<file path="config.mk">
export PLATFORM = sky130hd
export DESIGN_NAME = sprite_frame_fetch
export DESIGN_NICKNAME = d
export VERILOG_FILES = /design/src/sprite_pkg.sv /design/src/sprite_frame_fetch.sv
export VERILOG_INCLUDE_DIRS = /design/src /design/src/src
export SDC_FILE = /design/constraint.sdc
export NUM_CORES = 1
export LEC_CHECK = 0
export BUFFER_PORTS_ARGS = -buffer_cell sky130_fd_sc_hd__buf_2
export CAP_MARGIN = 10
export CORE_MARGIN = 2
export CORE_UTILIZATION = 37
export DETAILED_ROUTE_END_ITERATION = 10
export GPL_ROUTABILITY_DRIVEN = 0
export GPL_TIMING_DRIVEN = 0
export PLACE_DENSITY = 0.9
export SYNTH_ARGS = -nofsm -noshare
export SYNTH_HDL_FRONTEND = slang
export SYNTH_SLANG_ARGS = --single-unit
</file>
<file path="constraint.sdc">
create_clock -name clk -period 3.9 [get_ports clk]
set_input_delay 0.78 -clock clk [delete_from_list [all_inputs] [get_ports clk]]
set_output_delay 0.78 -clock clk [all_outputs]
set_load 0.01 [all_outputs]
</file>
<file path="src/sprite_macros.svh">
/*
 * sizes and constants shared by the sprite renderer
 * include this header wherever one of the macros is needed
 */
`ifndef SPRITE_MACROS_SVH
`define SPRITE_MACROS_SVH

`define SCREEN_W      64
`define SCREEN_H      48

`define SPRITE_W      16
`define SPRITE_H      16
`define PIX_ADDR_W    8        // one frame is 16x16 words

`define FRAME_NUM     18       // 9 right, 9 left
`define STORE_ADDR_W  13       // {frame, pixel}
`define RUN_FRAMES    8
`define ANIM_DIV      2        // screens per run step

`define CREDITS       4        // downstream pixel slots

`define KEY_RGB       12'hF0F  // transparent
`define BG_RGB        12'h000

`endif

</file>
<file path="src/sprite_pkg.sv">
/*
 * colour and animation-control types of the sprite renderer
 * referenced by scoped name from the modules that need them
 */
`default_nettype none

package sprite_pkg;

    // 4 bits per channel
    typedef struct packed {
        logic [3:0] r;
        logic [3:0] g;
        logic [3:0] b;
    } rgb_t;

    // movement state word, one per screen
    typedef struct packed {
        logic       facing_right;
        logic       airborne;
        logic       idle;
        logic [3:0] run_frame;
    } sprite_ctrl_t;

endpackage

`default_nettype wire

</file>
<file path="src/sprite_frame_fetch.sv">
/*
 * picks the frame for the movement state and returns the sprite colour
 * two clocks from pixel address to registered colour
 */
`timescale 1ns/100ps
`default_nettype none

`include "sprite_macros.svh"

module sprite_frame_fetch (
    input  logic                      clk,
    input  logic                      rst,
    input  sprite_pkg::sprite_ctrl_t  ctrl_i,
    input  logic [`PIX_ADDR_W-1:0]    pix_addr_i,
    output logic [`STORE_ADDR_W-1:0]  store_addr_o,
    input  sprite_pkg::rgb_t          store_data_i,
    output sprite_pkg::rgb_t          rgb_o
);

    localparam int FRAME_W   = `STORE_ADDR_W - `PIX_ADDR_W;
    localparam int LEFT_BASE = `FRAME_NUM / 2;

    logic [FRAME_W-1:0] base;
    logic [FRAME_W-1:0] frame;

    always_comb begin
        base = ctrl_i.facing_right ? '0 : FRAME_W'(LEFT_BASE);
        if (ctrl_i.airborne) begin
            frame = base + FRAME_W'(1);  // jump pose is the first run frame
        end else if (ctrl_i.idle) begin
            frame = base;
        end else if (ctrl_i.run_frame < 4'(`RUN_FRAMES)) begin
            frame = base + FRAME_W'(1) + FRAME_W'(ctrl_i.run_frame);
        end else begin
            frame = base + FRAME_W'(1);
        end
    end

    assign store_addr_o = {frame, pix_addr_i};

    always_ff @(posedge clk) begin
        if (rst) begin
            rgb_o <= '0;
        end else begin
            rgb_o <= store_data_i;
        end
    end

endmodule

`default_nettype wire

</file>
======== Word level (Yosys, flattened, before mapping) ========
Cells that the tools add are included.
operators by class
  $add $sub $neg .......................... 2
  magnitude comparators ................... 1
  multiplexer cells ....................... 4
operators by type and width
  kind                 count
  $mux 5               3
  $add 4x1->5 const B  1
  $add 5x4->5          1
  $lt 4x4->1 const B   1
  $mux 4               1
word-level totals
  register bits ........................... 12
  word-level logic and storage cells ...... 10

======== Longest topological paths before layout ========
  depth after elaboration ................. 6
  gate-level depth with buffers ........... 6
  mapped depth without buffers ............ 6

======== Least setup slack after synthesis ========
OpenSTA, ideal clock, no wires.
  kind .................................... in2out
  start point ............................. input ctrl_i[6] in the netlist's numbering
  end point ............................... output store_addr_o[11]
  arrival ................................. 1.766 ns
  data required time ...................... 3.120 ns
  path slack .............................. 1.354 ns
  cell stages on the path ................. 5
  buffers on the path ..................... 0
  path through ............................ inv_1 -> ha_1 -> a21o_1 -> and4_1 -> a211oi_1
on the way
  word-level cells in the longest chain between the ends .. 6
RTL lines
  element          line                                                                          RTL
  start, declared  sprite_frame_fetch.sv:13                                                      input sprite_pkg::sprite_ctrl_t ctrl_i,
  $mux 4 (*)       sprite_frame_fetch.sv:27                                                      base = ctrl_i.facing_right ? '0 : FRAME_W'(LEFT_BASE);
  $add 4x1->5      sprite_frame_fetch.sv:29, sprite_frame_fetch.sv:33, sprite_frame_fetch.sv:35
  $add 5x4->5      sprite_frame_fetch.sv:33                                                      frame = base + FRAME_W'(1) + FRAME_W'(ctrl_i.run_frame);
  $mux 5           sprite_frame_fetch.sv:32                                                      end else if (ctrl_i.run_frame < 4'(`RUN_FRAMES)) begin
  $mux 5           sprite_frame_fetch.sv:30                                                      end else if (ctrl_i.idle) begin
  $mux 5 (*)       sprite_frame_fetch.sv:28                                                      if (ctrl_i.airborne) begin
  end, declared    sprite_frame_fetch.sv:15                                                      output logic [`STORE_ADDR_W-1:0] store_addr_o,
Mark *: on every way between the ends. The rest lies on a longest branch, timed or not.

======== Worst setup path in the final report ========
Same ends and word-level chain as after synthesis.

==> reports/metrics.sh <==
STATUS='complete, no violations'
DETAILED_PLACE.AREA_UM2=820.8
GLOBALROUTE.TOTALOVERFLOW=0
CLOCKROOTBUFFER='sky130_fd_sc_hd__clkbuf_4'
FINAL_MAX_SLEW_VIOL_COUNT=0
CAP_VIOLATIONS=0
MIN_PATH_CELLS=2
SYNTH.YOSYS.SEQ_AREA_SHARE=0.4174
POSTSYNTHAREAPERCELL_UM2=9.755
MIN_PERIOD_OVER_PERIOD=0.7255
CRITICAL_PATH_CLASS='primary input to primary output'
PORT-BUFFER-COUNT=45
SYNTH_TOP_CELL_BY_AREA='sky130_fd_sc_hd__dfxtp_1'
CLK_PATH_BUF_DEPTH=2
DIE-AREA_MM2=0.001887
REGAREA_UM2=240.2
REG_TOP3='rgb_o x12'
CTS.REPAIR.RESIZED=0
SYNTH_AREA_UM2=575.6
CRITPATHMOSTFREQUENTCELL='sky130_fd_sc_hd__buf_2'
FIRST_GLOBAL_VIAS=465
FINAL_PERIOD_MINUS_WORST_SETUP_SLACK_PS=2829
LAYOUT.NETS=142
KIND_OF_CELL_ADDING_THE_MOST_DELAY_TO_THE_CRITICAL_PATH='buffers and inverters'
CLK_PIN_SLEW_PS=60
ANTENNA_CELLS_INSERTED=0
GRT_UTIL_ALL_LAYERS=0.1169
CRITICAL_PATH_CELL_COUNT=7
POST_DRT_VIA_CELL_RATIO=4.650
VIA_COUNT_OF_THE_ROUTED_DESIGN=572
CRITICAL_PATH.MAX_FANOUT=7
COUNT_OF_WARNINGS_EMITTED_BY_YOSYS=0
POST_SYNTHESIS_CELLS=59
PIN_COUNT=54
SYNTH_NETS=92
GRT_PASS1_WL_MM=1.711
CRITICAL_PATH.CELL_CHAIN='buf_2 -> inv_1 -> ha_1 -> a21o_1 -> and4_1 -> a211oi_1 -> buf_2'
SLOWEST_DELAY_PS=280
POST_ROUTE_CELLS_DRIVE_ABOVE_1_SHARE=0.5514
TIMING.SETUP.TNS_PS=0
CTS_TREE='yes'
FINALINSTANCEAREA_UM2=843.3
MULTIINPUTGATEAREA_UM2=256.5
YOSYSTOPAREACELLSHARE=0.4174
HOLD_VIOLATIONS=0
NUM-FILL-CELLS=132
SETUP.WORST_PATH.START_CLASS='primary input'
YOSYSUNIQUECELLTYPES=21
HOLD_CLASS='primary input to flip-flop'
TIGHTESTPINTRANSITION_PS=381.0
CTS_BUFFER_COUNT=3
HTREEDEPTH=1
ENDPOINT_KIND='primary output'
DRT_FIRST_ITER_VIOLATIONS=1
CRITPATHREQUIREDTIME_PS=3120
CTS_HOLD_BUFFERS=0
INITIAL_CORE_UTIL=0.3866
UTILIZATION=0.5664
ROUTE.FINAL.WIRE_LENGTH_MM=1.133
CRITICAL_PATH_BUF_INV_COUNT=3
FINAL-SETUP-VIOL-COUNT=0
FMAX_GHz=0.3534
SLOWEST_STAGE='sky130_fd_sc_hd__ha_1'
POWER_PER_CELL_AREA_mW_PER_MM2=311.9
PLACEABLECOREAREA_MM2=0.001489
MIN_FROM='rst'
ANTENNA_FOUND_INITIAL=0
SYNTHTOPCELLSBYAREA='sky130_fd_sc_hd__dfxtp_1 (42%), sky130_fd_sc_hd__nor2b_1 (13%), sky130_fd_sc_hd__buf_4 (10%)'
ANT_NETS_AFTER_ROUTE=0
DP_HPWL_MM=1.005
LARGEST_REGISTER_FFS=12
WORST_SLEW_MARGIN_REL=0.7460
GRT_MAX_DEGREE=11
GROWTH_OF_DESIGN_AREA_FROM_SYNTHESIS_TO_FINISH_PCT=46.52
FIRST_PASS_ITERS=4
WHS_ENDPOINT='rgb_o[2]'
POWER.LEAKAGE_nW=0.4682
IR_DROP_uV=98.72
MOST_FLOPS_REGISTER='rgb_o'
POSTSYNTHREGISTERBITS=12
CTS_POST_SETUP_BUFFERS_INSERTED=0
DRC_ERRORS=0
SETUP_REPAIR_AFTER_GLOBAL_ROUTING_MISSED_ITS_MARGIN='false'
DIE_WIDTH_UM=43.44
TRITONCTS_NUM_SINKS=12
DIE-HEIGHT_UM=43.44
ROUTED_WIRE_LENGTH_PER_INSTANCE_UM=9.211
NUM_ROWS=14
ARRIVAL_PS=2050
## worst max-delay path by stage
| stage | startpoint | slack [ps] | end |
|---|---|---|---|
| after floorplan | ctrl_i[6] | 1350 | store_addr_o[11] |
| after global placement | ctrl_i[6] | 1110 | store_addr_o[11] |
| after detailed placement | ctrl_i[6] | 1080 | store_addr_o[11] |
| after CTS | ctrl_i[6] | 1060 | store_addr_o[11] |
| after global routing | ctrl_i[6] | 1010 | store_addr_o[11] |
| final | ctrl_i[6] | 1070 | store_addr_o[11] |
## synthesized netlist by cell type (all sizes together)
master	instances
nand3b	1
a31oi	1
clkbuf	1
nor2	4
o21ai	2
xor2	1
a21oi	1
nor3	1
a211oi	2
and2b	1
buf	8
ha	3
or3	1
dfxtp	12
inv	4
nor2b	12
o211a	1
a21o	1
and4	1
fa	1
## cell type report
class / count / area share
inverters: 4 / 0.01780
multi-input cells: 34 / 0.3042
clock buffers: 3 / 0.02671
plain buffers: 9 / 0.07567
well taps: 16 / 0.02374
repair buffers: 45 / 0.2671
flip-flops and latches: 12 / 0.2849
## power by group
group	internal, W	switching, W
registers	0.000129	0.00000120
clock network	0.0000356	0.0000346
logic	0.0000330	0.0000294
total	0.000198	0.0000653
## metal layers
| layer | track usage | vias up | share of wire |
|---|---|---|---|
| li1 | - | 286 | - |
| met1 | 0.1211 | 236 | 0.37 |
| met2 | 0.2269 | 47 | 0.45 |
| met3 | 0.01667 | 3 | 0.15 |
| met4 | 0.05455 | 0 | 0.016 |
| met5 | 0 | - | 0 |
## cell families (layout without fill, tap and decap cells)
group	after synthesis	after routing	synth area share
simple gates	21	21	0.2283
buf+inv	13	61	0.1369
xor+xnor	1	1	0.01522
fa+ha+maj	4	4	0.1000
compound gates	8	8	0.1022
flops	12	12	0.4174
## layout by cell type (no fill, tap or decap)
cell | synthesis | routed
sky130_fd_sc_hd__buf_2 | 0 | 45
sky130_fd_sc_hd__nor2b_1 | 12 | 12
sky130_fd_sc_hd__dfxtp_1 | 12 | 12
sky130_fd_sc_hd__buf_4 | 8 | 8
sky130_fd_sc_hd__inv_1 | 4 | 4
sky130_fd_sc_hd__nor2_1 | 4 | 4
sky130_fd_sc_hd__ha_1 | 3 | 3
sky130_fd_sc_hd__clkbuf_4 | 0 | 3
sky130_fd_sc_hd__o21ai_0 | 2 | 2
sky130_fd_sc_hd__a21oi_1 | 1 | 1
sky130_fd_sc_hd__nand3b_1 | 1 | 1
sky130_fd_sc_hd__and2b_2 | 1 | 1
sky130_fd_sc_hd__o211a_1 | 1 | 1
sky130_fd_sc_hd__or3_4 | 1 | 1
sky130_fd_sc_hd__a21o_1 | 1 | 1
sky130_fd_sc_hd__a211oi_2 | 1 | 1
sky130_fd_sc_hd__nor3_1 | 1 | 1
sky130_fd_sc_hd__and4_1 | 1 | 1
sky130_fd_sc_hd__a211oi_1 | 1 | 1
sky130_fd_sc_hd__xor2_1 | 1 | 1
sky130_fd_sc_hd__a31oi_1 | 1 | 1
sky130_fd_sc_hd__clkbuf_1 | 1 | 1
sky130_fd_sc_hd__fa_1 | 1 | 1
## stage by stage
stage                     worst slack [ps]  power [W]  hold WS (ps)  instances
after global placement                1110  0.0001939         967.1        120
after detailed placement              1077  0.0001963         971.7        120
after floorplan                       1354  0.0001666         851.6         59
after global routing                  1006  0.0002741         707.4        123
after CTS                             1062  0.0002669         692.1        123
final                                 1071  0.0002630         695.6        123
Power figures use the tool's default switching activity.
