## src/sprite_macros.svh

```systemverilog
/*
 * sizes and constants shared by the sprite renderer
 * include this header wherever one of the macros is needed
 */
`ifndef SPRITE_MACROS_SVH
`define SPRITE_MACROS_SVH

`define SCREEN_W      64
`define SCREEN_H      48

`define SPRITE_W      16
`define SPRITE_H      16
`define PIX_ADDR_W    8        // one frame is 16x16 words

`define FRAME_NUM     18       // 9 right, 9 left
`define STORE_ADDR_W  13       // {frame, pixel}
`define RUN_FRAMES    8
`define ANIM_DIV      2        // screens per run step

`define CREDITS       4        // downstream pixel slots

`define KEY_RGB       12'hF0F  // transparent
`define BG_RGB        12'h000

`endif

```

## src/raster_if.sv

```systemverilog
/*
 * scanned pixel coordinates, driven by the scanner and read by the draw stage
 */
`timescale 1ns/100ps
`default_nettype none

`include "sprite_macros.svh"

interface raster_if;

    logic                          valid;
    logic [$clog2(`SCREEN_W)-1:0]  x;
    logic [$clog2(`SCREEN_H)-1:0]  y;
    logic                          last;  // final pixel of the screen

    modport scan (output valid, x, y, last);
    modport draw (input valid, x, y, last);

endinterface

`default_nettype wire

```

## src/raster_scan.sv

```systemverilog
/*
 * walks the screen in raster order, one pixel per available credit
 * the sink returns a credit for every pixel it has consumed
 */
`timescale 1ns/100ps
`default_nettype none

`include "sprite_macros.svh"

module raster_scan (
    input  logic  clk,
    input  logic  rst,
    input  logic  render_en_i,
    input  logic  credit_return_i,
    raster_if.scan scan
);

    localparam int XW = $clog2(`SCREEN_W);
    localparam int YW = $clog2(`SCREEN_H);
    localparam int CW = $clog2(`CREDITS + 1);

    logic [CW-1:0] credit_cnt;
    logic [XW-1:0] x_q;
    logic [YW-1:0] y_q;
    logic          issue;
    logic          at_eol;
    logic          at_eof;

    assign issue  = render_en_i && (credit_cnt != '0);
    assign at_eol = (x_q == XW'(`SCREEN_W - 1));
    assign at_eof = (y_q == YW'(`SCREEN_H - 1));

    always_ff @(posedge clk) begin
        if (rst) begin
            credit_cnt <= CW'(`CREDITS);
        end else if (issue && !credit_return_i) begin
            credit_cnt <= credit_cnt - CW'(1);
        end else if (!issue && credit_return_i) begin
            credit_cnt <= credit_cnt + CW'(1);
        end
    end

    always_ff @(posedge clk) begin
        if (rst) begin
            x_q <= '0;
            y_q <= '0;
        end else if (issue) begin
            if (at_eol) begin
                x_q <= '0;
                y_q <= at_eof ? '0 : y_q + YW'(1);
            end else begin
                x_q <= x_q + XW'(1);
            end
        end
    end

    // stalls on the current x/y while out of credit
    assign scan.valid = issue;
    assign scan.x     = x_q;
    assign scan.y     = y_q;
    assign scan.last  = at_eol && at_eof;

endmodule

`default_nettype wire

```

## src/flat_wrapper.sv

```systemverilog
// flat-port wrapper written by rule: the top's interface ports become plain ports
module raster_scan_flat 
  (clk, rst, render_en_i, credit_return_i, scan_valid, scan_x, scan_y, scan_last);
  raster_if scan_i ();
  input  logic clk;
  input  logic rst;
  input  logic render_en_i;
  input  logic credit_return_i;
  output wire logic [$bits(scan_i.valid)-1:0] scan_valid;
  output wire logic [$bits(scan_i.x)-1:0] scan_x;
  output wire logic [$bits(scan_i.y)-1:0] scan_y;
  output wire logic [$bits(scan_i.last)-1:0] scan_last;
  assign scan_valid = scan_i.valid;
  assign scan_x = scan_i.x;
  assign scan_y = scan_i.y;
  assign scan_last = scan_i.last;
  raster_scan u_core (.clk(clk), .rst(rst), .render_en_i(render_en_i), .credit_return_i(credit_return_i), .scan(scan_i));
endmodule
```

## config.mk

```make
export PLATFORM = sky130hd
export DESIGN_NAME = raster_scan_flat
export DESIGN_NICKNAME = d
export VERILOG_FILES = /design/src/raster_if.sv /design/src/raster_scan.sv /design/src/flat_wrapper.sv
export VERILOG_INCLUDE_DIRS = /design/src /design/src/src
export SDC_FILE = /design/constraint.sdc
export NUM_CORES = 1
export LEC_CHECK = 0
export BUFFER_PORTS_ARGS = -buffer_cell sky130_fd_sc_hd__buf_2
export CORE_UTILIZATION = 38
export CTS_CLUSTER_DIAMETER = 150
export DETAILED_ROUTE_END_ITERATION = 16
export PLACE_DENSITY_LB_ADDON = 0.25
export SETUP_SLACK_MARGIN = 0.02
export SLEW_MARGIN = 20
export SYNTH_ARGS = -nofsm -noshare
export SYNTH_HDL_FRONTEND = slang
export SYNTH_SLANG_ARGS = --single-unit
```

## constraint.sdc

```tcl
create_clock -name clk -period 4.1 [get_ports clk]
set_input_delay 0.82 -clock clk [delete_from_list [all_inputs] [get_ports clk]]
set_output_delay 0.82 -clock clk [all_outputs]
set_load 0.1 [all_outputs]
```

# [Word level (Yosys, flattened, before mapping)]
# Index checks and enable logic that the tools add are counted.
[word_totals] reg_bits=15
[op_classes] n_reduce_logical=9 mux=4 add_sub_neg=4 eq_ne=2
[ops] op="$add 6x1->6 const B" count=2
[ops] op="$eq 6x6->1 const B" count=2
[ops] op="$mux 6" count=2
[ops] op="$mux 3" count=2
[ops] op="$logic_and 1x1->1" count=4
[ops] op="$add 3x1->3 const B" count=1
[ops] op="$reduce_bool 3->1" count=1
[ops] op="$sub 3x1->3 const B" count=1
[ops] op="$logic_not 1->1" count=2
[ops] op="$reduce_and 2->1" count=1
[ops] op="$reduce_bool 2->1" count=1

# [Longest topological paths before layout]
# Gate-level depths: netlist (run 1).
[depth] ltp_word=6 ltp_mapped=8 ltp_nobuf=8

# [Worst setup path after synthesis (run 1)]
# Ideal clock, no wire load.
[synth_timing] path_type="register -> output" startpoint="register u_core.x_q[0] (netlist: u_core.scan.x[0])" endpoint="output port scan_last" path_buffers=0 stages_incl_launch_ff=5 arrival_ns=2.501 slack_ns=0.779 cell_sequence="dfxtp_1 -> ha_1 -> nand3_4 -> nor2_1 -> and3_1"
[synth_via] elab_chain_cells=2
[synth_rtl] item="start, declared" line="raster_scan.sv:23" rtl="logic [XW-1:0] x_q;"
[synth_rtl] item="start signal, assigned" line="raster_scan.sv:52" rtl="x_q <= x_q + XW'(1);"
[synth_rtl] item="$eq 6x6->1" line="raster_scan.sv:30" rtl="assign at_eol = (x_q == XW'(`SCREEN_W - 1));"
[synth_rtl] item="$logic_and 1x1->1" line="raster_scan.sv:61" rtl="assign scan.last = at_eol && at_eof;"
[synth_rtl] item="end, declared" line="flat_wrapper.sv:12" rtl="output wire logic [$bits(scan_i.last)-1:0] scan_last;"
# Every way passes these cells.

# [Worst setup path in the final report (run 1)]
# Ends and elaborated chain as after synthesis.

==> results of run 1 <==
## per-layer routing
metal / vias to the layer above / part of all wire (%) / global-route usage (%)
met5: - / 0 / 0
met4: 0 / 0.80 / 5.00
met3: 2 / 4.9 / 5.56
met2: 19 / 45 / 24.3
met1: 314 / 49 / 17.3
li1: 344 / - / -
## stage by stage
stage	area (um^2)	std cells	worst slack, ps	total power (uW)
CTS	938	134	1370	327
detailed placement	912	130	1310	243
global route	938	134	1240	344
global placement	912	130	1380	242
finish	938	134	1380	322
floorplan	808	88	779	232
## placed cells by master (no fill, tap or decap)
cell type	Yosys	final
buf_2	0	17
nor2_1	16	16
dfxtp_1	15	15
inv_1	6	6
nand2_1	5	5
a21oi_1	4	4
xor2_1	4	4
xnor2_1	4	4
nand3_1	3	3
nor4_2	3	3
nand4_1	3	3
nor3_1	3	3
ha_1	3	3
clkbuf_4	0	3
mux2i_1	2	2
o21ai_0	2	2
o31ai_4	1	1
nand3_4	1	1
nand2_2	1	1
and3_1	1	1
or3_1	1	1
nor3_2	1	1
a31o_2	1	1
nor4_4	1	1
a311oi_1	1	1
nor2_2	1	1
nor4_1	1	1
or3b_2	1	1
fa_1	1	1
clkbuf_1	1	1
## sequential cells by signal, indices dropped and copies added (netlist names)
signal,flops
u_core.scan.y,6
u_core.scan.x,6
u_core.credit_cnt,3
## worst max path at each step
| stage | to | slack [ps] | depth (start not counted) |
|---|---|---|---|
| floorplan | scan_last | 780 | 4 |
| global placement | u_core.credit_cnt[2] | 1380 | 9 |
| detailed placement | u_core.credit_cnt[2] | 1310 | 9 |
| CTS | scan_last | 1370 | 5 |
| global route | scan_last | 1240 | 5 |
| finish | scan_last | 1380 | 5 |
## synthesized netlist by cell type (all sizes together)
cell type	instances	area (um^2)
o21ai	2	10.0
mux2i	2	20.0
nand3	4	32.5
clkbuf	1	3.75
o31ai	1	21.3
a311oi	1	8.76
nor3	4	25.0
nand4	3	18.8
xnor2	4	35.0
a31o	1	8.76
nor2	17	66.3
nor4	5	65.1
or3b	1	8.76
fa	1	20.0
or3	1	6.26
a21oi	4	20.0
and3	1	6.26
ha	3	37.5
buf	1	11.3
nand2	6	25.0
dfxtp	15	300
xor2	4	35.0
inv	6	22.5
## cell families after synthesis
group / Yosys count / synth area share (%)
buffers and inverters: 8 / 4.64
xor gates and xnor gates: 8 / 8.67
and+or+nand+nor: 42 / 31.4
DFF: 15 / 37.2
AOI/OAI and AO/OA: 9 / 8.51
adders and majority gates: 4 / 7.12
muxes: 2 / 2.48
## layout make-up
cell class              count  area [um^2]  area share [%]
well taps                  27         33.8            3.60
flip-flops and latches     15          300            32.0
clock buffers               4         26.3            2.80
multi-input cells          65          470            50.1
inverters                   6         22.5            2.40
repair buffers             17         85.1            9.07
## power groups by stage
stage	clock, uW	sequential, uW	combinational, uW
final	82.5	166	73.4
after global routing	94.4	167	81.9
after CTS	86.6	166	74.4
after detailed placement	0	169	74.1
after global placement	0	168	73.3
after floorplan	0	184	48.2
## critical path, delay by kind of cell (launching register included)
family	cells	cell delay (ps)
DFF	1	420
buffers and inverters	1	420
and+or+nand+nor	3	480
adders and majority gates	1	310
==> results.sh, run 1 <==
export IMPL_drtPass1Iterations=7
export IMPL_ys_warnings_count=0
export IMPL_hold_viol=0
export IMPL_period_share_pct=66.5
export IMPL_area_delta_synth_final_pct=16.1
export IMPL_cp_startpoint="u_core.scan.x[0]"
export IMPL_start_util_pct=40.8
export IMPL_ys_ff_latch=15
export IMPL_nFillCells=206
export IMPL_wl_mm=1.50
export IMPL_r2r_end="u_core.credit_cnt[2]"
export IMPL_antennaDiodeCount=0
export IMPL_slowest_delay_ps=420
export IMPL_worstHoldPathType="reg -> reg"
export IMPL_dr_first_iter_drc_count=16
export IMPL_leakage_uw=0.000369
export IMPL_io_pins=18
export IMPL_grtUsageTotal_pct=14.6
export IMPL_cp_cell_sequence="ha_1, nand3_4, nor2_1, and3_1, buf_2"
export IMPL_htree_levels=1
export IMPL_grt_pass1_vias=565
export IMPL_clk_latency_ps=280
export IMPL_cp_max_fo=6
export IMPL_coreArea_um2=1980
export IMPL_critPathKind="reg -> out"
export IMPL_r2r_cells=8
export IMPL_cts_root_buf="clkbuf_4"
export IMPL_p_sw_uw=109
export IMPL_layout_min_cycle_time_ps=2720
export IMPL_postLayoutCoreUtil_pct=47.3
export IMPL_clk_pin_slew_ps=90
export IMPL_place_congestion=0.774
export IMPL_switching_share_pct=33.9
export IMPL_cp_data_required_time_ps=3280
export IMPL_fmax_mhz=367
export IMPL_ys_types=29
export IMPL_rr_startpoint="u_core.credit_cnt[2]"
export IMPL_antenna_found_initial=0
export IMPL_synth_area_per_cell_um2=9.18
export IMPL_slew_viol_final=0
export IMPL_viasPerCell=5.07
export IMPL_die_width_um=48.1
export IMPL_grt_pass1_wl_mm=2.28
export IMPL_worstMarginPinSlew_ps=590
export IMPL_fp_dieH_um=48.1
export IMPL_hold_start="u_core.scan.x[1]"
export IMPL_dieArea_um2=2320
export IMPL_setup_viol=0
export IMPL_p_seq_share_pct=51.5
export IMPL_dp_hpwl_mm=1.14
export IMPL_hold_slack_ps=517
export IMPL_cts_repair_resized=0
export IMPL_grt_max_degree=14
export IMPL_ctsHoldBuffers=0
export IMPL_worstHoldPathCells=2
export IMPL_clk_path_buf_depth=2
export IMPL_crit_arrival_ps=1900
export IMPL_cp_slowest_cell="dfxtp_1"
export IMPL_netlist_area_um2=808
export IMPL_numPortBuffers=17
export IMPL_p_comb_share_pct=22.8
export IMPL_crit_path_end_kind="output port"
export IMPL_drv_cap=0
export IMPL_routedWlPerCell_um=11.2
export IMPL_cts_tree="yes"
export IMPL_hold_end="u_core.scan.x[1]"
export IMPL_run_status="complete, no violations"
export IMPL_cts_setup_buffers=0
export IMPL_overflow=0
export IMPL_synth_nets=96
export IMPL_final_nets=116
export IMPL_cts_sinks=15
export IMPL_ys_seq_area_share_pct=37.2
export IMPL_rows=16
export IMPL_cts_buffers=3
export IMPL_rsz0062_at_grt="no"
export IMPL_powerDensity_nw_per_um2=343
export IMPL_r2r_slack_ps=1620
export IMPL_p_int_uw=213
export IMPL_startpoint_type="register"
export IMPL_setup_tns_ps=0
export IMPL_layout_drive_gt1_share_pct=29.0
export IMPL_fin_skew_ps=2.59
export IMPL_clkPwrFrac_pct=25.7
export IMPL_peakVddDrop_uv=209
export IMPL_drc=0
export IMPL_slew_headroom_pct=60.7
export IMPL_final_antenna_net_count=0
export IMPL_vias=679
export IMPL_synthCells=88
No activity file was read; power rests on OpenSTA's default activity.
==> inputs of run 2 (changes only) <==
- clock period: 4.1 -> 2.35 ns (I/O delays scaled with it)
==> results.sh, run 2 (synthesis gave the netlist of run 1 again) <==
export IMPL_rsz0062_at_grt="no"
export IMPL_io_pins=18
export IMPL_worstHoldPathType="reg -> reg"
export IMPL_setup_ws_ps=156
export IMPL_final_nets=117
export IMPL_period_share_pct=93.4
export IMPL_slowest_delay_ps=380
export IMPL_p_sw_uw=198
export IMPL_grt_pass1_vias=510
export IMPL_drv_cap=0
export IMPL_p_seq_share_pct=50.0
export IMPL_rr_startpoint="u_core.credit_cnt[0]"
export IMPL_fin_skew_ps=1.18
export IMPL_mostFrequentLayoutCells="16 x nor2_1, 16 x buf_2, 10 x dfxtp_1"
export IMPL_powerDensity_nw_per_um2=594
export IMPL_overflow=0
export IMPL_worstHoldPathCells=2
export IMPL_drc=0
export IMPL_dp_hpwl_mm=1.12
export IMPL_routedWlPerCell_um=10.5
export IMPL_place_area_um2=948
export IMPL_cts_setup_buffers=0
export IMPL_r2r_cells=8
export IMPL_numPortBuffers=17
export IMPL_fin_area_um2=977
export IMPL_fmax_mhz=456
export IMPL_switching_share_pct=34.1
export IMPL_crit_arrival_ps=1720
export IMPL_hold_start="u_core.scan.x[1]"
export IMPL_rows=16
export IMPL_grtUsageTotal_pct=13.1
export IMPL_vias=676
export IMPL_nFillCells=194
export IMPL_setup_tns_ps=0
export IMPL_startpoint_type="register"
export IMPL_layout_min_cycle_time_ps=2190
export IMPL_start_util_pct=40.8
export IMPL_worstMarginPinSlew_ps=484
export IMPL_dr_first_iter_drc_count=9
export IMPL_hold_slack_ps=488
export IMPL_viasPerCell=5.01
export IMPL_cts_buffers=3
export IMPL_place_congestion=0.763
export IMPL_htree_levels=1
export IMPL_slew_headroom_pct=67.9
export IMPL_p_int_uw=382
export IMPL_grt_max_degree=14
export IMPL_grt_pass1_wl_mm=2.13
export IMPL_dieArea_um2=2320
export IMPL_cts_sinks=15
export IMPL_area_delta_synth_final_pct=20.9
export IMPL_antennaDiodeCount=0
export IMPL_run_status="complete, no violations"
export IMPL_leakage_uw=0.000370
export IMPL_slew_viol_final=0
export IMPL_coreArea_um2=1980
export IMPL_clk_path_buf_depth=2
export IMPL_hold_end="u_core.scan.x[1]"
export IMPL_wl_mm=1.42
export IMPL_cts_tree="yes"
export IMPL_cts_repair_resized=1
export IMPL_clkPwrFrac_pct=25.6
export IMPL_final_antenna_net_count=0
export IMPL_layout_drive_gt1_share_pct=38.9
export IMPL_crit_path_end_kind="output port"
export IMPL_clk_pin_slew_ps=90
export IMPL_critPathKind="reg -> out"
export IMPL_fp_dieH_um=48.1
export IMPL_r2r_end="u_core.credit_cnt[2]"
export IMPL_hold_viol=0
export IMPL_cts_root_buf="clkbuf_4"
export IMPL_cp_slowest_cell="dfxtp_2"
export IMPL_cp_cell_sequence="ha_1, nand3_4, nor2_1, and3_2, buf_4"
export IMPL_cp_max_fo=6
export IMPL_r2r_slack_ps=340
export IMPL_setup_viol=0
export IMPL_pre_cts_ws_ps=218
export IMPL_peakVddDrop_uv=268
export IMPL_antenna_found_initial=0
export IMPL_p_comb_share_pct=24.4
export IMPL_ctsHoldBuffers=0
export IMPL_clk_latency_ps=270
export IMPL_die_width_um=48.1
export IMPL_drtPass1Iterations=4
export IMPL_cp_data_required_time_ps=1880
[run 2: layout make-up]
class	instances	area [um^2]	area share (%)
Multi-Input combinational cell	65	489	50.1
Clock buffer	4	26.3	2.69
Timing Repair Buffer	18	95.1	9.73
Tap cell	27	33.8	3.46
Sequential cell	15	307	31.4
Inverter	6	26.3	2.69
[run 2: power by group through the flow]
| stage | clock (uW) | combinational [uW] | sequential [uW] |
|---|---|---|---|
| floorplan | 0 | 93.4 | 323 |
| global placement | 0 | 142 | 296 |
| detailed placement | 0 | 144 | 296 |
| CTS | 150 | 144 | 290 |
| global route | 159 | 157 | 292 |
| finish | 148 | 142 | 290 |
[run 2: routing by layer]
layer	global-route usage (%)	vias up	wire length, um
met5	0	-	0
met3	2.22	2	39
li1	-	347	-
met1	17.1	314	704
met2	22.4	13	655
met4	3.33	0	19
[run 2: how the worst max path moves through the flow]
stage / startpoint / endpoint / cells past startpoint
detailed placement: render_en_i / u_core.credit_cnt[2] / 9
finish: u_core.scan.x[0] / scan_last / 5
floorplan: u_core.credit_cnt[1] / u_core.credit_cnt[2] / 8
global route: u_core.scan.x[0] / scan_last / 5
CTS: u_core.scan.x[0] / scan_last / 5
global placement: render_en_i / u_core.credit_cnt[2] / 9
[run 2: metrics by stage]
step	total power (uW)	util, %	instances
3_5_place_dp	440	47.9	131
2_1_floorplan	416	-	88
3_3_place_gp	438	47.9	131
6_report	580	49.3	135
4_1_cts	584	49.3	135
5_1_grt	608	49.3	135
[run 2: critical path, delay by kind of cell (launching register included)]
family,cells,cell delay [ps]
buffers and inverters,1,280
adder cells (fa/ha/maj),1,290
AND/OR/NAND/NOR,3,490
flip-flops,1,380
