==> src/sprite_macros.svh <==
/*
 * sizes and constants shared by the sprite renderer
 * include this header wherever one of the macros is needed
 */
`ifndef SPRITE_MACROS_SVH
`define SPRITE_MACROS_SVH

`define SCREEN_W      64
`define SCREEN_H      48

`define SPRITE_W      16
`define SPRITE_H      16
`define PIX_ADDR_W    8        // one frame is 16x16 words

`define FRAME_NUM     18       // 9 right, 9 left
`define STORE_ADDR_W  13       // {frame, pixel}
`define RUN_FRAMES    8
`define ANIM_DIV      2        // screens per run step

`define CREDITS       4        // downstream pixel slots

`define KEY_RGB       12'hF0F  // transparent
`define BG_RGB        12'h000

`endif

==> src/sprite_pkg.sv <==
/*
 * colour and animation-control types of the sprite renderer
 * referenced by scoped name from the modules that need them
 */
`default_nettype none

package sprite_pkg;

    // 4 bits per channel
    typedef struct packed {
        logic [3:0] r;
        logic [3:0] g;
        logic [3:0] b;
    } rgb_t;

    // movement state word, one per screen
    typedef struct packed {
        logic       facing_right;
        logic       airborne;
        logic       idle;
        logic [3:0] run_frame;
    } sprite_ctrl_t;

endpackage

`default_nettype wire

==> src/raster_if.sv <==
/*
 * scanned pixel coordinates, driven by the scanner and read by the draw stage
 */
`timescale 1ns/100ps
`default_nettype none

`include "sprite_macros.svh"

interface raster_if;

    logic                          valid;
    logic [$clog2(`SCREEN_W)-1:0]  x;
    logic [$clog2(`SCREEN_H)-1:0]  y;
    logic                          last;  // final pixel of the screen

    modport scan (output valid, x, y, last);
    modport draw (input valid, x, y, last);

endinterface

`default_nettype wire

==> src/sprite_draw.sv <==
/*
 * hit test against the sprite rectangle, sprite address and transparency key
 * tags ride two stages beside the fetch, the output pixel is registered
 */
`timescale 1ns/100ps
`default_nettype none

`include "sprite_macros.svh"

module sprite_draw (
    input  logic                                clk,
    input  logic                                rst,
    raster_if.draw                              draw,
    input  logic [$clog2(`SCREEN_W)-1:0]        sprite_x_i,
    input  logic [$clog2(`SCREEN_H)-1:0]        sprite_y_i,
    input  sprite_pkg::sprite_ctrl_t            ctrl_i,
    output logic [`PIX_ADDR_W-1:0]              pix_addr_o,
    output sprite_pkg::sprite_ctrl_t            ctrl_o,
    input  sprite_pkg::rgb_t                    rgb_i,
    output logic                                pixel_valid_o,
    output logic                                pixel_last_o,
    output sprite_pkg::rgb_t                    pixel_rgb_o
);

    localparam int XW  = $clog2(`SCREEN_W);
    localparam int YW  = $clog2(`SCREEN_H);
    localparam int SXW = $clog2(`SPRITE_W);
    localparam int SYW = $clog2(`SPRITE_H);

    logic [XW:0] dx;
    logic [YW:0] dy;
    logic        hit;
    logic        valid_q1, hit_q1, last_q1;
    logic        valid_q2, hit_q2, last_q2;

    // msb set means the pixel is left of or above the sprite
    assign dx  = {1'b0, draw.x} - {1'b0, sprite_x_i};
    assign dy  = {1'b0, draw.y} - {1'b0, sprite_y_i};
    assign hit = !dx[XW] && (dx < (XW + 1)'(`SPRITE_W))
              && !dy[YW] && (dy < (YW + 1)'(`SPRITE_H));

    // row-major, read in the issue cycle
    assign pix_addr_o = {dy[SYW-1:0], dx[SXW-1:0]};
    assign ctrl_o     = ctrl_i;

    always_ff @(posedge clk) begin
        if (rst) begin
            valid_q1 <= 1'b0;
            last_q1  <= 1'b0;
            valid_q2 <= 1'b0;
            last_q2  <= 1'b0;
        end else begin
            valid_q1 <= draw.valid;
            last_q1  <= draw.valid && draw.last;
            valid_q2 <= valid_q1;
            last_q2  <= last_q1;
        end
        hit_q1 <= hit;
        hit_q2 <= hit_q1;
    end

    always_ff @(posedge clk) begin
        if (rst) begin
            pixel_valid_o <= 1'b0;
            pixel_last_o  <= 1'b0;
        end else begin
            pixel_valid_o <= valid_q2;
            pixel_last_o  <= last_q2;
        end
        if (hit_q2 && (rgb_i != sprite_pkg::rgb_t'(`KEY_RGB))) begin
            pixel_rgb_o <= rgb_i;
        end else begin
            pixel_rgb_o <= sprite_pkg::rgb_t'(`BG_RGB);  // outside or keyed
        end
    end

endmodule

`default_nettype wire

==> src/flat_wrapper.sv <==
// flat-port wrapper written by rule: the top's interface ports become plain ports
module sprite_draw_flat 
  (clk, rst, sprite_x_i, sprite_y_i, ctrl_i, pix_addr_o, ctrl_o, rgb_i, pixel_valid_o, pixel_last_o, pixel_rgb_o, draw_valid, draw_x, draw_y, draw_last);
  raster_if draw_i ();
  input  logic clk;
  input  logic rst;
  input  logic [$clog2(`SCREEN_W)-1:0] sprite_x_i;
  input  logic [$clog2(`SCREEN_H)-1:0] sprite_y_i;
  input  sprite_pkg::sprite_ctrl_t ctrl_i;
  output logic [`PIX_ADDR_W-1:0] pix_addr_o;
  output sprite_pkg::sprite_ctrl_t ctrl_o;
  input  sprite_pkg::rgb_t rgb_i;
  output logic pixel_valid_o;
  output logic pixel_last_o;
  output sprite_pkg::rgb_t pixel_rgb_o;
  input wire logic [$bits(draw_i.valid)-1:0] draw_valid;
  input wire logic [$bits(draw_i.x)-1:0] draw_x;
  input wire logic [$bits(draw_i.y)-1:0] draw_y;
  input wire logic [$bits(draw_i.last)-1:0] draw_last;
  assign draw_i.valid = draw_valid;
  assign draw_i.x = draw_x;
  assign draw_i.y = draw_y;
  assign draw_i.last = draw_last;
  sprite_draw u_core (.clk(clk), .rst(rst), .draw(draw_i), .sprite_x_i(sprite_x_i), .sprite_y_i(sprite_y_i), .ctrl_i(ctrl_i), .pix_addr_o(pix_addr_o), .ctrl_o(ctrl_o), .rgb_i(rgb_i), .pixel_valid_o(pixel_valid_o), .pixel_last_o(pixel_last_o), .pixel_rgb_o(pixel_rgb_o));
endmodule
==> config.mk <==
export PLATFORM = sky130hd
export DESIGN_NAME = sprite_draw_flat
export DESIGN_NICKNAME = d
export VERILOG_FILES = /design/src/sprite_pkg.sv /design/src/raster_if.sv /design/src/sprite_draw.sv /design/src/flat_wrapper.sv
export VERILOG_INCLUDE_DIRS = /design/src /design/src/src
export SDC_FILE = /design/constraint.sdc
export NUM_CORES = 1
export LEC_CHECK = 0
export BUFFER_PORTS_ARGS = -buffer_cell sky130_fd_sc_hd__buf_2
export CORE_MARGIN = 5
export CORE_UTILIZATION = 40
export DETAILED_ROUTE_END_ITERATION = 12
export PLACE_DENSITY = 0.88
export SLEW_MARGIN = 5
export SYNTH_ARGS = -nofsm -noshare
export SYNTH_HDL_FRONTEND = slang
export SYNTH_SLANG_ARGS = --single-unit
==> constraint.sdc <==
create_clock -name clk -period 2.88 [get_ports clk]
set_input_delay 0.576 -clock clk [delete_from_list [all_inputs] [get_ports clk]]
set_output_delay 0.576 -clock clk [all_outputs]
set_load 0.005 [all_outputs]
# After elaboration in Yosys (flattened, before gate mapping)
# Index checks and enable logic that the tools add are counted.
# W data, S select, Z words.
[word_totals]
ff_bits = 20
input_bits = 47
output_inout_bits = 29
elab_cells = 23
[op_classes]
n_addsub = 2
order_cmp = 2
eq_ne = 1
reduce_logical = 7
[ops]
columns = ["cell", "n"]
rows = [
  ["$lt A7 B5 Y1 const B", 2],
  ["$sub A6 B6 Y7", 2],
  ["$ne A12 B12 Y1 const B", 1],
  ["$logic_and A1 B1 Y1", 5],
  ["$logic_not A1 Y1", 2],
]

# Longest topological paths before layout
# Gate-level depths: netlist (run 1).
[depth]
depth_word = 5
mapped_depth = 9
mapped_depth_nobuf = 9

# Worst setup path before layout (run 1)
# OpenSTA, ideal clock, no wires.
[synth_path]
path_kind = "input -> register"
start = "in draw_x[0]"
end = "reg u_core.hit_q1"
setup_ps = 61
t_arrival_ps = 2152
required_ps = 2819
setup_slack_ps = 667
path_stages = 9
path_buffers = 0
path_cell_list = "inv_1 -> ha_1 -> inv_1 -> fa_1 -> a21oi_1 -> nor2b_1 -> or4_1 -> a32oi_1 -> and4b_1"
[synth_via]
elab_chain_cells = 5
elab_cells_between_ends = 6
classes_between = "1 x add/sub; 1 x order compare; 4 x reduce/logical"
[synth_lines]
columns = ["element", "line", "source"]
rows = [
  ["from (decl)", "flat_wrapper.sv:17", "input wire logic [$bits(draw_i.x)-1:0] draw_x;"],
  ["$sub A6 B6 Y7 (*)", "sprite_draw.sv:37", "assign dx = {1'b0, draw.x} - {1'b0, sprite_x_i};"],
  ["$lt A7 B5 Y1 or $logic_not A1 Y1 (tied branches)", "sprite_draw.sv:39", "assign hit = !dx[XW] && (dx < (XW + 1)'(`SPRITE_W))"],
  ["$logic_and A1 B1 Y1 (*) (3 in a row)", "sprite_draw.sv:39", ""],
  ["net u_core.hit", "sprite_draw.sv:32", "logic hit;"],
  ["to (signal assigned)", "sprite_draw.sv:58", "hit_q1 <= hit;"],
  ["to (decl)", "sprite_draw.sv:33", "logic valid_q1, hit_q1, last_q1;"],
]
# The timed path passes the listed nets; every way through them passes the cells marked *.
# A chain may end at the register's enable or synchronous reset.

# Final worst setup path (run 1)
[layout_path]
start = "in sprite_x_i[1]"
end = "out pix_addr_o[3]"
[layout_via]
elab_chain_cells = 1
[layout_lines]
columns = ["element", "line", "source"]
rows = [
  ["from (decl)", "flat_wrapper.sv:7", "input logic [$clog2(`SCREEN_W)-1:0] sprite_x_i;"],
  ["$sub A6 B6 Y7", "sprite_draw.sv:37", ""],
  ["to (decl)", "flat_wrapper.sv:10", "output logic [`PIX_ADDR_W-1:0] pix_addr_o;"],
]
# Every way passes these cells.

==> qor.yml, run 1 <==
drc: 0
setup_ws_ps: 617
ant_nets: 0
rsz0062_at_grt: "no"
synth.avg_cell_area_um2: 9.35
cts.sinks: 20
grt_first_pass_wirelength_um: 3220
cts_root_buf: "clkbuf_4"
leakagePower_uw: 0.000767
antenna_found_initial: 0
finClkSkew_ps: 3.25
finalHoldViolCount: 0
vias_per_cell: 4.66
ys_seq_area_share_pct: 37.6
wl_per_cell_um: 10.6
core-area_mm2: 0.00252
worstSetupStartpointType: "input port"
netlist_area_mm2: 0.00107
drtPass1Iterations: 4
dpl.hpwl_um: 1900
worstHoldStart: "u_core.hit_q1$_DFF_P_"
dieArea_mm2: 0.00380
cts.path.max_buffers: 2
dp_slack_ps: 454
muxShareOfSynthArea_pct: 0.939
outcome: "finished clean"
synthAdderAreaFrac_pct: 17.8
diodes: 0
post_cts_resized: 0
r2r_slack_ps: 2020
io_buffers: 61
pwr_density_cell_mw_per_mm2: 409
r2r-start: "u_core.hit_q2$_DFF_P_"
whs_path_depth: 0
peakVddDrop_mv: 0.252
critPathMaxFanout: 3
yosysWarnings: 0
reg2reg_to: "u_core.pixel_rgb_o[10]$_SDFF_PN0_"
ioPinCount: 76
path_clk_slew_ps: 100
syn_nets: 175
synthSimpleGateAreaFrac_pct: 20.2
die_y_um: 61.6
area_delta_synth_final_pct: 30.6
min_period_over_period_pct: 78.6
endpoint_kind: "output pin"
grt_usage_pct: 11.0
r2r_cells: 2
critPathArrivalTime_ps: 1690
max_freq_ghz: 0.442
final_nets: 234
cts_buffers: 3
fillers: 237
grt_pass1_vias: 865
hp-class: "register to register"
synth_compound_area_share_pct: 10.2
cap_viol_max_count: 0
drive_above_1_share_pct: 37.8
yosys_register_bits: 20
postCtsHoldBufs: 0
drtIter0Drc: 24
tightest_slew_ps: 248
gp_congestion: 0.721
setup_viol: 0
required_ps: 2300
via_count: 942
holdPathEnd: "u_core.hit_q2$_DFF_P_"
clk_latency_ps: 280
timing.final.max_slew_violations: 0
min_period_ps: 2260
syn_inst: 114
dieWidth_um: 61.6
grt_max_degree: 12
finalWirelength_um: 2130
slew_headroom_pct: 83.4
rows: 18
path_class: "input port to output pin"
power_uw: 569
ys_types: 27
post-cts-setup-buffers: 0
regArea_um2: 400
synth_top_family_by_area: "simple AND/OR/NAND/NOR gates"
multi_input_area_um2: 542
cts_tree: "done"
overflow: 0
tns_ps: 0
h-tree-depth: 1
synth_xor_area_share_pct: 1.64
start_util_pct: 42.3
[cell usage after synthesis]
master,number,area (µm²)
nand4bb_1,1,11.3
xor2_1,2,17.5
buf_4,7,52.6
fa_1,2,40.0
a21oi_1,5,25.0
nand2b_1,2,12.5
nand2_1,1,3.75
ha_1,12,150
dfxtp_1,20,400
a31oi_1,2,12.5
nor2b_1,7,43.8
clkinv_1,1,3.75
and4b_1,1,10.0
a311oi_1,1,8.76
mux2i_1,1,10.0
or4_1,2,15.0
nand4b_1,2,17.5
a21o_1,1,7.51
o21ai_0,3,15.0
nor2_1,4,15.0
a211oi_1,1,7.51
nor3_1,1,5.00
inv_1,18,67.6
and2_1,13,81.3
a32oi_1,1,8.76
o21a_1,2,15.0
o31a_1,1,8.76
[cell families after synthesis]
kind of cell,count (synthesis)
simple gates,34
buf+inv,26
flops,20
compound gates,17
fa+ha+maj,14
xor+xnor,2
mux,1
[worst max-delay path by stage]
stage                        from                    end  slack, ps  depth (start not counted)
finish              sprite_x_i[1]          pix_addr_o[3]        620                          8
global route        sprite_x_i[1]          pix_addr_o[3]        540                          8
CTS                 sprite_x_i[1]          pix_addr_o[3]        610                          8
detailed placement      draw_x[0]  u_core.hit_q1$_DFF_P_        450                         10
global placement        draw_x[0]  u_core.hit_q1$_DFF_P_        510                         10
floorplan               draw_x[0]  u_core.hit_q1$_DFF_P_        670                          9
[stage by stage]
| step | util (%) | instance area (µm²) | std cells | hold WS (ps) |
|---|---|---|---|---|
| after floorplan | - | 1070 | 114 | 310 |
| after global placement | 53.8 | 1360 | 198 | 319 |
| after detailed placement | 53.8 | 1360 | 198 | 313 |
| after CTS | 55.2 | 1390 | 202 | 338 |
| after global routing | 55.2 | 1390 | 202 | 357 |
| final | 55.2 | 1390 | 202 | 339 |
[state kept, by name, indices dropped and copies added (netlist names)]
| name | count |
|---|---|
| u_core.last_q1 | 1 |
| u_core.pixel_valid_o | 1 |
| u_core.valid_q2 | 1 |
| u_core.pixel_last_o | 1 |
| u_core.pixel_rgb_o | 12 |
| u_core.last_q2 | 1 |
| u_core.hit_q1 | 1 |
| u_core.hit_q2 | 1 |
| u_core.valid_q1 | 1 |
[power by group]
part | switching (µW) | leakage [µW] | internal, µW
combinational | 62.1 | 0.000584 | 71.3
clock | 73.7 | 0.0000210 | 76.9
sequential | 1.77 | 0.000162 | 284
total | 138 | 0.000767 | 432
[cell type report]
type	instances	share of cell area, %
clock buffer	4	2.61
inverter	19	5.12
sequential	20	28.8
multi-input combinational	68	38.9
tap	30	2.70
timing repair buffer	61	21.9
[placed cells by master, fill, tap and decap left out, drive strengths merged, types with 2 or more instances in the layout]
| cell | n |
|---|---|
| fa | 2 |
| inv | 18 |
| nand4b | 2 |
| buf | 61 |
| or4 | 2 |
| a31oi | 2 |
| nor2b | 7 |
| nor2 | 4 |
| clkbuf | 4 |
| o21ai | 3 |
| a21oi | 5 |
| nand2b | 2 |
| dfxtp | 20 |
| ha | 12 |
| o21a | 2 |
| and2 | 13 |
| xor2 | 2 |
[critical path: stages]
cell     delay, ps
buf_2           90
inv_1           80
ha_1           230
nor2b_1        130
o21a_1         170
o21a_1         200
nor2_1         100
buf_2          110
[per-layer routing]
metal	routed length (µm)	global-route usage (%)	part of all wire, %
met5	0	0	0
met4	6	3.64	0.28
met3	289	3.14	14
met2	1060	22.0	50
met1	777	10.6	36
Power figures use the tool's default switching activity.
==> inputs of run 2 (changes only) <==
Settings changed: ABC_AREA from default to 1, CORE_UTILIZATION 40 to 41, PLACE_DENSITY 0.88 to 0.87.
Clock period 2.88 ns to 2.3 ns, I/O delays scaled along.
==> qor.yml, run 2 <==
timing.final.max_slew_violations: 0  # unchanged
whs_ps: 344  # +5.37 ps
required_ps: 1840  # -460 ps
largest_reg_flops: 12  # unchanged
yosys-top-cells-count: "inv_1, nand2_1, nor2_1"
slew_headroom_pct: 75.6  # -7.9 points
grt_usage_pct: 11.2  # +0.13 points
grt_pass1_vias: 1011  # +17%
clk_latency_ps: 280  # about the same
yosysTopAreaCell: "dfxtp_1"
met2_usage_pct: 20.4  # -1.6 points
min_period_ps: 1980
post-cts-setup-buffers: 0  # unchanged
drc: 0  # unchanged
syn_nets: 225  # +29%
gp_congestion: 0.739  # +2.5%
peakVddDrop_mv: 0.424  # +68%
drive_above_1_share_pct: 29.9  # -7.9 points
tns_ps: 0  # unchanged
cts.path.max_buffers: 2  # unchanged
hp-class: "register to register"
dieArea_mm2: 0.00401  # +5.5%
drtIter0Drc: 26  # +8.3%
path_clk_slew_ps: 100  # about the same
io_buffers: 61  # unchanged
path_class: "input port to output pin"
final_common_cell: "buf_2"
setup_viol: 0  # unchanged
synth.avg_cell_area_um2: 7.10  # -24%
rsz0062_at_grt: "no"
vias_per_cell: 4.41  # -5.5%
synth.area.top_cells: "dfxtp_1, inv_1, ha_1, nand2_1, nor2_1"
busiest_layer: "met2"
cts_buffers: 3  # unchanged
max_freq_ghz: 0.504
cap_viol_max_count: 0  # unchanged
met1_usage_pct: 12.3  # +1.7 points
endpoint_kind: "output pin"
area_delta_synth_final_pct: 27.2
ys_types: 17  # -37%
pwr_density_cell_mw_per_mm2: 501  # +22%
yosysWarnings: 0  # unchanged
synth-edff-count: 0  # unchanged
cts.sinks: 20  # unchanged
leakagePower_uw: 0.000933  # +22%
final_nets: 283  # +21%
post_cts_resized: 0  # unchanged
final_cell_mix: "buf_2, inv_1, nand2_1"
worstSetupStartpointType: "input port"
start_util_pct: 42.6  # +0.35 points
grt_first_pass_wirelength_um: 3840  # +20%
ioPinCount: 76  # unchanged
netlist_area_mm2: 0.00116  # +9.3%
postCtsHoldBufs: 0  # unchanged
finalHoldViolCount: 0  # unchanged
ys_seq_area_share_pct: 34.4  # -3.2 points
via_count: 1111  # +18%
dieWidth_um: 63.3  # +2.7%
critPathMaxFanout: 5  # +2
syn_inst: 164  # +44%
antenna_found_initial: 0  # unchanged
grtUsageMet3_pct: 3.37  # +0.23 points
wl_per_cell_um: 9.07  # -14%
cts_root_buf: "clkbuf_4"
synth_most_common_cell: "inv_1"
h-tree-depth: 1  # unchanged
yosys_register_bits: 20  # unchanged
ant_nets: 0  # unchanged
critPathArrivalTime_ps: 1520  # -170 ps
die_y_um: 63.3  # +2.7%
dpl.hpwl_um: 2030  # +7.1%
outcome: "finished clean"
diodes: 0  # unchanged
synthArstFlopShare_pct: 0  # unchanged
tightest_slew_ps: 366  # +117 ps
min_period_over_period_pct: 86.3
post-synth-top-area-fraction_pct: 34.4  # -3.2 points
rows: 19  # +1
overflow: 0  # unchanged
largest-register: "u_core.pixel_rgb_o"
finClkSkew_ps: 2.83  # -0.417 ps
yosys_most_used_dff: "dfxtp_1"
cts_tree: "done"
grt_max_degree: 13  # +1
drtPass1Iterations: 4  # unchanged
finalWirelength_um: 2290  # +7.1%
core-area_mm2: 0.00273  # +8.4%
[run 2: changes by cell type after synthesis, sizes merged, moves of 7 or more]
cell / before / now
nor2: 4 / 27
nand2: 1 / 28
nor2b: 7 / 0
nand3: 0 / 9
and2: 13 / 0
inv: 18 / 42
[run 2: through the flow]
stage	cell area (µm²)	utilization [%]	power, µW	worst slack, ps	instances
after detailed placement	1450	52.9	563	320	248
final	1480	54.2	742	316	252
after global placement	1450	52.9	557	351	248
after CTS	1480	54.2	754	306	252
after global routing	1480	54.2	804	250	252
after floorplan	1160	-	493	597	164
[run 2: where the power goes]
part / total (µW) / switching, µW / internal (µW)
combinational: 199 / 102 / 96.3
sequential: 355 / 1.58 / 353
clock: 189 / 92.4 / 96.2
total: 742 / 196 / 546
[run 2: kinds of logic after synthesis]
logic type	synth area share, %
buffers and inverters	19.0
and+or+nand+nor	24.6
adders and majority gates	16.3
DFF	34.4
AOI/OAI and AO/OA	2.69
xor gates and xnor gates	3.01
[run 2: cell type report]
type | count | area (µm²)
fill | 271 | 1250
inverter | 42 | 158
clock buffer | 4 | 36.3
sequential | 20 | 400
timing repair buffer | 61 | 305
multi-input combinational | 94 | 543
tap | 31 | 38.8
[run 2: path summary, 6_finish.rpt]
| check | slack, ps | end | from | depth (start not counted) |
|---|---|---|---|---|
| setup / recovery | 320 | pix_addr_o[7] | draw_y[2] | 7 |
| hold / removal | 340 | u_core.hit_q2$_DFF_P_ | u_core.hit_q1$_DFF_P_ | 0 |
| setup reg to reg | 1510 | u_core.pixel_rgb_o[4]$_SDFF_PN0_ | u_core.hit_q2$_DFF_P_ | 2 |
| hold reg to reg | 340 | u_core.hit_q2$_DFF_P_ | u_core.hit_q1$_DFF_P_ | 0 |
[run 2: routing by layer]
layer,vias up,share of wire [%]
met5,-,0
met4,0,0.39
met3,2,10
met2,48,49
met1,465,41
li1,596,-
[run 2: worst max-delay path, cell delays in order]
cell	delay (ps)
buf_2	100
ha_1	350
nand2_1	90
nand2_1	60
a31oi_1	190
xnor2_1	140
buf_2	130
